<file path="config.mk">
export PLATFORM = sky130hd
export DESIGN_NAME = cache_top
export DESIGN_NICKNAME = d
export VERILOG_FILES = /design/src/design/cache_pkg.sv /design/src/design/cache_lookup.sv /design/src/design/cache_fill_fsm.sv /design/src/design/cache_data_array.sv /design/src/design/main_memory.sv /design/src/design/cache_top.sv
export SDC_FILE = /design/constraint.sdc
export NUM_CORES = 1
export LEC_CHECK = 0
export ABC_AREA = 1
export BUFFER_PORTS_ARGS = -buffer_cell sky130_fd_sc_hd__buf_2
export CAP_MARGIN = 20
export CORE_MARGIN = 2
export CORE_UTILIZATION = 63
export CTS_CLUSTER_DIAMETER = 60
export DETAILED_ROUTE_END_ITERATION = 10
export PLACE_DENSITY_LB_ADDON = 0.12
export SKIP_LAST_GASP = 1
export SYNTH_ARGS = -nofsm -noshare
export SYNTH_HDL_FRONTEND = slang
export SYNTH_SLANG_ARGS = --single-unit
export TNS_END_PERCENT = 5
</file>
<file path="constraint.sdc">
create_clock -name clk -period 3.4 [get_ports clk]
set_input_delay 0.34 -clock clk [delete_from_list [all_inputs] [get_ports clk]]
set_output_delay 0.34 -clock clk [all_outputs]
set_load 0.01 [all_outputs]
</file>
<file path="src/design/cache_pkg.sv">
/* shared widths, bus structs and fill states for the read-only cache
   byte addressed 16-bit words, bit 0 of every address is ignored */
package cache_pkg;

    // processor and memory both use 16-bit addresses and 16-bit words
    localparam int addr_w = 16;
    localparam int data_w = 16;

    // a line holds eight words, so three bits pick the word inside it
    localparam int words_per_line = 8;
    localparam int offset_w = 3;

    // one byte-select bit sits below the word offset
    localparam int byte_w = 1;

    // main memory does not store anything, each word is derived from its address
    localparam logic [data_w-1:0] mem_xor_pattern = 16'h5A5A;

    // processor read request, held steady by the processor while stall is high
    typedef struct packed {
        logic              valid;
        logic [addr_w-1:0] addr;
    } cpu_req_t;

    // read data back to the processor, valid for a single cycle
    typedef struct packed {
        logic              valid;
        logic [data_w-1:0] data;
    } cpu_rsp_t;

    // word read towards main memory, one may be issued every cycle
    typedef struct packed {
        logic              valid;
        logic [addr_w-1:0] addr;
    } mem_req_t;

    // word returning from main memory, in request order
    typedef struct packed {
        logic              valid;
        logic [data_w-1:0] data;
    } mem_rsp_t;

    // the fill FSM is idle, streaming a line in, or writing the tag
    typedef enum logic [1:0] {
        fill_idle      = 2'd0,
        fill_busy      = 2'd1,
        fill_tag_write = 2'd2
    } fill_state_e;

    // the memory rule, the byte bit is dropped before the xor
    function automatic logic [data_w-1:0] mem_rule_word(input logic [addr_w-1:0] addr);
        return {addr[addr_w-1:byte_w], {byte_w{1'b0}}} ^ mem_xor_pattern;
    endfunction

endpackage

</file>
<file path="src/design/cache_lookup.sv">
/* tag and valid store for a direct-mapped cache of 2**INDEX_W lines
   the request must stay unchanged from the miss until tag_we, the tag is taken from it */
`timescale 1ns/1ps

module cache_lookup #(
    parameter int INDEX_W = 3
) (
    input  logic               clk,
    input  logic               arst_n,
    input  cache_pkg::cpu_req_t req,
    input  logic               tag_we,       // last word of the line is in, store tag and valid
    output logic               hit,
    output logic               miss_detected
);

    import cache_pkg::*;

    localparam int lines = 2 ** INDEX_W;
    // tag is whatever sits above index, word offset and byte bit
    localparam int tag_w = addr_w - INDEX_W - offset_w - byte_w;

    logic [INDEX_W-1:0] req_index;
    logic [tag_w-1:0]   req_tag;

    logic [tag_w-1:0]   tag_mem [lines];     // stored tags, meaningless until the valid bit is set
    logic [lines-1:0]   line_vld;            // one valid bit per line

    logic               tag_match;

    // address split: | tag | index | word offset | byte |
    assign req_index = req.addr[offset_w+byte_w +: INDEX_W];
    assign req_tag   = req.addr[addr_w-1 -: tag_w];

    // the valid bits have to come up cleared so that nothing hits after reset
    always_ff @(posedge clk or negedge arst_n) begin
        if (!arst_n) begin
            line_vld <= '0;
        end else if (tag_we) begin
            line_vld[req_index] <= 1'b1;     // the line is complete from now on
        end
    end

    // tag storage itself is plain memory
    always_ff @(posedge clk) begin
        if (tag_we) begin
            tag_mem[req_index] <= req_tag;
        end
    end

    assign tag_match = (tag_mem[req_index] == req_tag);

    // a hit needs a live request, a filled line and the same tag
    assign hit = req.valid & line_vld[req_index] & tag_match;

    // stays high through the whole fill because the request is held,
    // the fill FSM only looks at it while idle
    assign miss_detected = req.valid & ~hit;

endmodule

</file>
<file path="src/design/cache_fill_fsm.sv">
/* line fill on a miss: eight word reads go out back to back, data is written as it returns
   assumes memory takes a request every cycle and answers in order */
`timescale 1ns/1ps

module cache_fill_fsm #(
    parameter int INDEX_W = 3
) (
    input  logic                clk,
    input  logic                arst_n,
    input  logic [15:0]         miss_addr,      // address of the held, missing request
    input  logic                miss_detected,
    input  cache_pkg::mem_rsp_t mem_rsp,
    output cache_pkg::mem_req_t mem_req,
    output logic                data_we,        // write the returning word into the data array
    output logic [2:0]          fill_offset,    // word of the line that data_we writes
    output logic                tag_we,         // one pulse once the whole line is in
    output logic                busy            // a fill is in progress
);

    import cache_pkg::*;

    localparam int tag_w = addr_w - INDEX_W - offset_w - byte_w;
    localparam logic [offset_w-1:0] last_word = offset_w'(words_per_line - 1);

    fill_state_e state_q;
    fill_state_e state_d;

    logic [offset_w-1:0] req_cnt;   // word being requested, steps every cycle a request goes out
    logic [offset_w-1:0] rcv_cnt;   // word being received, steps only on valid return data
    logic                req_done;  // all eight requests are out, wait for the data

    logic [tag_w-1:0]    miss_tag;
    logic [INDEX_W-1:0]  miss_index;

    assign miss_tag   = miss_addr[addr_w-1 -: tag_w];
    assign miss_index = miss_addr[offset_w+byte_w +: INDEX_W];

    always_comb begin
        state_d = state_q;
        case (state_q)
            fill_idle: begin
                if (miss_detected) begin
                    state_d = fill_busy;   // busy rises on the edge after the miss is seen
                end
            end
            fill_busy: begin
                // leave as soon as the eighth word is being written
                if (data_we && rcv_cnt == last_word) begin
                    state_d = fill_tag_write;
                end
            end
            fill_tag_write: state_d = fill_idle;   // single cycle for the tag write
            default:        state_d = fill_idle;
        endcase
    end

    always_ff @(posedge clk or negedge arst_n) begin
        if (!arst_n) begin
            state_q  <= fill_idle;
            req_cnt  <= '0;
            rcv_cnt  <= '0;
            req_done <= 1'b0;
        end else begin
            state_q <= state_d;

            // both counters wrap back to zero after the eighth step, ready for the next miss
            if (mem_req.valid) begin
                req_cnt <= req_cnt + 1'b1;
            end
            if (data_we) begin
                rcv_cnt <= rcv_cnt + 1'b1;
            end

            if (state_q == fill_idle) begin
                req_done <= 1'b0;
            end else if (mem_req.valid && req_cnt == last_word) begin
                req_done <= 1'b1;   // no more requests for this line
            end
        end
    end

    assign busy = (state_q != fill_idle);

    // one read per cycle from the first busy cycle until eight have gone out
    assign mem_req.valid = (state_q == fill_busy) & ~req_done;
    // line base plus the request count, byte bit always zero
    assign mem_req.addr  = {miss_tag, miss_index, req_cnt, {byte_w{1'b0}}};

    // returning data only counts while the line is being filled
    assign data_we     = mem_rsp.valid & (state_q == fill_busy);
    assign fill_offset = rcv_cnt;

    assign tag_we = (state_q == fill_tag_write);

endmodule

</file>
<file path="src/design/cache_data_array.sv">
/* word storage, 2**INDEX_W lines of eight words, one write port and one registered read
   write and read must not be requested in the same cycle */
`timescale 1ns/1ps

module cache_data_array #(
    parameter int INDEX_W = 3
) (
    input  logic                clk,
    input  logic                arst_n,
    input  logic [INDEX_W-1:0]  index,
    input  logic [2:0]          word_sel,   // fill offset while writing, request word while reading
    input  logic                we,
    input  logic [15:0]         wdata,
    input  logic                rd_en,      // an accepted hit
    output cache_pkg::cpu_rsp_t rsp
);

    import cache_pkg::*;

    localparam int depth = (2 ** INDEX_W) * words_per_line;

    logic [data_w-1:0] word_mem [depth];

    logic [INDEX_W+offset_w-1:0] word_addr;

    logic [data_w-1:0] rdata_q;     // last word read out
    logic              rsp_vld_q;   // strobe for the word above

    // line number on top, word within the line below
    assign word_addr = {index, word_sel};

    always_ff @(posedge clk) begin
        if (we) begin
            word_mem[word_addr] <= wdata;
        end
        if (rd_en) begin
            rdata_q <= word_mem[word_addr];   // holds its value between hits
        end
    end

    // the response strobe is one cycle long, one cycle after the accept
    always_ff @(posedge clk or negedge arst_n) begin
        if (!arst_n) begin
            rsp_vld_q <= 1'b0;
        end else begin
            rsp_vld_q <= rd_en;
        end
    end

    assign rsp.valid = rsp_vld_q;
    assign rsp.data  = rdata_q;

endmodule

</file>
<file path="src/design/main_memory.sv">
/* behavioral main memory, every request is answered MEM_LATENCY cycles later in order
   no storage, the word comes from the address rule, MEM_LATENCY must be at least 1 */
`timescale 1ns/1ps

module main_memory #(
    parameter int MEM_LATENCY = 4
) (
    input  logic                clk,
    input  logic                arst_n,
    input  cache_pkg::mem_req_t req,
    output cache_pkg::mem_rsp_t rsp
);

    import cache_pkg::*;

    logic [MEM_LATENCY-1:0] vld_pipe;               // one valid flag per stage
    logic [data_w-1:0]      dat_pipe [MEM_LATENCY]; // word travelling alongside it

    logic [data_w-1:0]      req_word;

    // the word is known when the request arrives, the pipeline only delays it
    assign req_word = mem_rule_word(req.addr);

    // valid flags must start empty, otherwise the cache would take junk after reset
    always_ff @(posedge clk or negedge arst_n) begin
        if (!arst_n) begin
            vld_pipe <= '0;
        end else begin
            vld_pipe[0] <= req.valid;
            for (int i = 1; i < MEM_LATENCY; i++) begin
                vld_pipe[i] <= vld_pipe[i-1];
            end
        end
    end

    // data stages follow the valid flags
    always_ff @(posedge clk) begin
        dat_pipe[0] <= req_word;
        for (int i = 1; i < MEM_LATENCY; i++) begin
            dat_pipe[i] <= dat_pipe[i-1];
        end
    end

    // a new request can enter every cycle, so nothing ever waits
    assign rsp.valid = vld_pipe[MEM_LATENCY-1];
    assign rsp.data  = dat_pipe[MEM_LATENCY-1];

endmodule

</file>
<file path="src/design/cache_top.sv">
/* read-only direct-mapped cache with its behavioral memory, processor side only
   the processor must hold cpu_req steady while stall is high */
`timescale 1ns/1ps

module cache_top #(
    parameter int INDEX_W     = 3,   // 2**INDEX_W lines
    parameter int MEM_LATENCY = 4    // memory read latency in cycles
) (
    input  logic                clk,
    input  logic                arst_n,
    input  cache_pkg::cpu_req_t cpu_req,
    output cache_pkg::cpu_rsp_t cpu_rsp,
    output logic                stall
);

    import cache_pkg::*;

    logic                hit;
    logic                miss_detected;
    logic                busy;
    logic                data_we;
    logic [offset_w-1:0] fill_offset;
    logic                tag_we;
    logic                rd_en;

    logic [INDEX_W-1:0]  req_index;
    logic [offset_w-1:0] req_word;
    logic [offset_w-1:0] word_sel;

    mem_req_t            mem_req;
    mem_rsp_t            mem_rsp;

    assign req_index = cpu_req.addr[offset_w+byte_w +: INDEX_W];
    assign req_word  = cpu_req.addr[byte_w +: offset_w];

    // a miss stalls in the same cycle so it is never accepted
    assign stall = busy | miss_detected;

    // a hit outside a fill is the only thing that reads the array
    assign rd_en = cpu_req.valid & hit & ~busy;

    // fills write at the receive count, reads use the request word
    assign word_sel = data_we ? fill_offset : req_word;

    cache_lookup #(
        .INDEX_W (INDEX_W)
    ) u_lookup (
        .clk           (clk),
        .arst_n        (arst_n),
        .req           (cpu_req),
        .tag_we        (tag_we),
        .hit           (hit),
        .miss_detected (miss_detected)
    );

    cache_fill_fsm #(
        .INDEX_W (INDEX_W)
    ) u_fill (
        .clk           (clk),
        .arst_n        (arst_n),
        .miss_addr     (cpu_req.addr),   // held by the processor for the whole fill
        .miss_detected (miss_detected),
        .mem_rsp       (mem_rsp),
        .mem_req       (mem_req),
        .data_we       (data_we),
        .fill_offset   (fill_offset),
        .tag_we        (tag_we),
        .busy          (busy)
    );

    cache_data_array #(
        .INDEX_W (INDEX_W)
    ) u_data (
        .clk      (clk),
        .arst_n   (arst_n),
        .index    (req_index),
        .word_sel (word_sel),
        .we       (data_we),
        .wdata    (mem_rsp.data),
        .rd_en    (rd_en),
        .rsp      (cpu_rsp)
    );

    main_memory #(
        .MEM_LATENCY (MEM_LATENCY)
    ) u_mem (
        .clk    (clk),
        .arst_n (arst_n),
        .req    (mem_req),
        .rsp    (mem_rsp)
    );

endmodule

</file>
==> out/metrics.csv <==
stage,metric,value,unit
critical_path,critPathArrivalTime,2.78,ns
status,status,"complete, no violations",
timing,setup_tns,0,ns
placement,hpwl,67700,um
floorplanning,die_area,76800,um^2
detailed_routing,firstDrtPassIters,6,
clock_tree,clockRootBuffer,clkbuf_16,
layout,design_area,52900,um^2
timing,worst_pin_slew,1.09,ns
floorplanning,dieWidth,277,um
placement,io_buffers,34,
power_and_ir_drop,peakVddDrop,0.798,mV
clock_tree,cts_sinks,1129,
timing,holdWs,0.157,ns
clock_tree,clk_latency,0.68,ns
synthesis,syn_inst,4538,
clock_tree,clkTransAtPathRegs,0.06,ns
detailed_routing,wl_per_cell,20.9,um
grt,gr-total-overflow,0,
synthesis,synth_top_area_share,66.9,%
detailed_routing,vias,32695,
critical_path,startpoint,cpu_req[5],
worst_hold_path,min_path_type,primary input to async pin,
clock_tree,htreeDepth,3,
critical_path,endpoint,stall,
synthesis,syn_area,47000,um^2
critical_path,cp-start-kind,primary input,
synthesis,syn_area_per_cell,10.4,um^2
floorplanning,core,74100,um^2
critical_path,critPathMaxFanout,14,
timing,setup_viol,0,
timing,fmax,0.321,GHz
layout,drive_above_1_share,9.32,%
timing,rsz0062_at_grt,no,
synthesis,synth_commonest_cells,"nand2_1 (2,416), edfxtp_1 (1,047), nand3_1 (493)",
detailed_routing,vias_per_cell,5.74,
floorplanning,dieHeight,277,um
grt,grt_max_degree,105,
synthesis,ys_seq_area_share,70.7,%
timing,slew_violations,0,
critical_path,r2r-end,u_data.word_mem[28][5],
timing,hold_viol,0,
grt,track_usage,31.0,%
layout,layout.nets,4658,
critical_path,timing.rr.start,u_fill.state_q[1],
critical_path,worstSetupPathType,primary input to output pin,
synthesis,synth_area_leaders,"edfxtp_1 (67%), nand2_1 (19%), nand3_1 (5.3%)",
critical_path,reg2reg_slack,0.35,ns
power_and_ir_drop,power_density,854,nW/um^2
synthesis,synth_ff_type,edfxtp_1,
synthesis,synth_enable_flop_cells,1047,
synthesis,async_flop_share,1.95,%
synthesis,ys.warnings.count,0,
synthesis,synth_cell_types,28,
placement,placed_cell_area,49100,um^2
clock_tree,cts.path.max_buffers,3,
grt,first_global_vias,30659,
timing,max-slew-margin-rel,27.0,%
floorplanning,start_util,63.4,%
floorplanning,rows,100,
detailed_routing,drt-total-wl,119000,um
critical_path,worstRegToRegCells,10,
layout,area_growth,12.6,%
timing,fin_crit,3.12,ns
grt,antenna_found_initial,2,
timing,fin_skew,0.0211,ns
synthesis,synth.most_common_cell,nand2_1,
synthesis,synth-seq-cells,1129,
power_and_ir_drop,p_leak,22.2,nW
critical_path,required,3.06,ns
run,maxCapViolCount,0,
detailed_routing,first_iter_violations,3830,
floorplanning,io-pin-count,37,
clock_tree,cts_tree,done,
placement,place_congestion,0.863,
synthesis,syn_nets,4561,
synthesis,synth_top_area_cell,edfxtp_1,
detailed_routing,drc,0,
layout,n_antenna_cell,0,
detailed_routing,antenna_left,0,
timing,fin_crit_sh,91.6,%
clock_tree,cts_buffers,111,
grt,grt_pass1_wl,181000,um
critical_path,end_kind,output pin,
[final cells by class]
cell class	count	area, um^2
Tap cell	969	1210
Clock inverter	75	601
Multi-Input combinational cell	3095	12500
Inverter	56	220
Fill cell	5128	21200
Timing Repair Buffer	242	2230
Clock buffer	133	2980
Sequential cell	1129	33200
[per-layer routing]
| metal | track usage, % | wire length [um] | vias to the layer above | part of all wire, % |
|---|---|---|---|---|
| met5 | 0 | 0 | - | 0 |
| met4 | 11.6 | 3850 | 0 | 3.2 |
| met3 | 4.56 | 11500 | 252 | 9.7 |
| met2 | 49.0 | 55900 | 1611 | 47 |
| met1 | 44.3 | 47700 | 15563 | 40 |
| li1 | - | - | 15269 | - |
[how the worst min path moves through the flow]
stage | to | start | slack, ns | depth (start not counted)
floorplan | u_data.rsp_vld_q | arst_n | 0.04 | 0
global placement | u_mem.dat_pipe[2][2] | u_mem.dat_pipe[1][2] | 0.31 | 0
detailed placement | u_mem.dat_pipe[3][13] | u_mem.dat_pipe[2][13] | 0.31 | 0
CTS | u_mem.dat_pipe[0][6] | cpu_req[6] | 0.11 | 2
global route | u_mem.dat_pipe[0][6] | cpu_req[6] | 0.18 | 2
finish | u_mem.vld_pipe[1] | arst_n | 0.16 | 2
[kinds of logic after synthesis]
kind of cell,synth area share [%]
xor+xnor,0.0187
simple gates,26.0
flops,70.7
buf+inv,2.94
mux,0.0240
fa+ha+maj,0.107
compound gates,0.274
other cells,0.00798
[cells in the final DEF (no fill, tap or decap), types with 5 or more instances in the layout]
cell	n
clkbuf_1	14
dfxtp_1	45
clkinv_2	29
dfrtp_1	22
or2_2	15
buf_4	159
dlygate4sd3_1	12
buf_12	37
clkinv_1	27
o21ai_0	14
clkinvlp_4	5
inv_1	52
edfxtp_1	1047
nand2_1	2415
dfxtp_2	15
clkbuf_16	115
nor2_1	129
buf_2	33
bufinv_16	9
nand3_1	493
nor3_1	5
[worst max-delay path, stage by stage]
cell,delay (ns)
dlygate4sd3_1,0.53
clkbuf_4,0.25
clkinv_1,0.12
buf_4,0.19
nand2_1,0.12
nor2_1,0.09
nand2_1,0.08
nand2_1,0.05
nor2_1,0.12
nand2_1,0.07
nand2_1,0.06
nand2_1,0.07
nor2_1,0.10
nand2_1,0.08
nor2_2,0.28
nor2_1,0.07
buf_2,0.14
[where the power goes]
part	leakage (nW)	total (mW)	internal, mW	switching (mW)
sequential	10.2	16.5	16.1	0.397
combinational	10.3	16.7	4.93	11.8
clock	1.77	12.0	6.90	5.11
total	22.2	45.2	27.9	17.3
[registers in the layout, indices dropped and copies added (netlist names)]
register	count
u_data.rsp_vld_q	1
u_lookup.tag_mem	72
u_fill.req_done	1
u_data.rdata_q	15
u_data.word_mem	960
u_fill.req_cnt	3
u_fill.state_q	2
u_mem.dat_pipe	60
u_fill.fill_offset	3
u_mem.vld_pipe	4
u_lookup.line_vld	8
[metrics by stage]
stage / worst slack, ns / std cells / util, % / total power, mW
CTS: 0.136 / 5696 / 71.3 / 45.1
detailed placement: 0.416 / 5476 / 66.3 / 33.1
finish: 0.285 / 5699 / 71.4 / 45.2
floorplan: 0.692 / 4538 / - / 27.5
global route: 0.0860 / 5699 / 71.4 / 47.7
global placement: 0.469 / 5476 / 66.3 / 32.7
[timing repair]
| action | in CTS | in global routing |
|---|---|---|
| buffers inserted | 0 | 0 |
| hold buffers | 12 | 0 |
| endpoints found under the setup margin | 0 | 1 |
| resized for setup | 0 | 2 |
| hold endpoints to repair | 105 | 0 |
(Power assumes the default switching activity.)
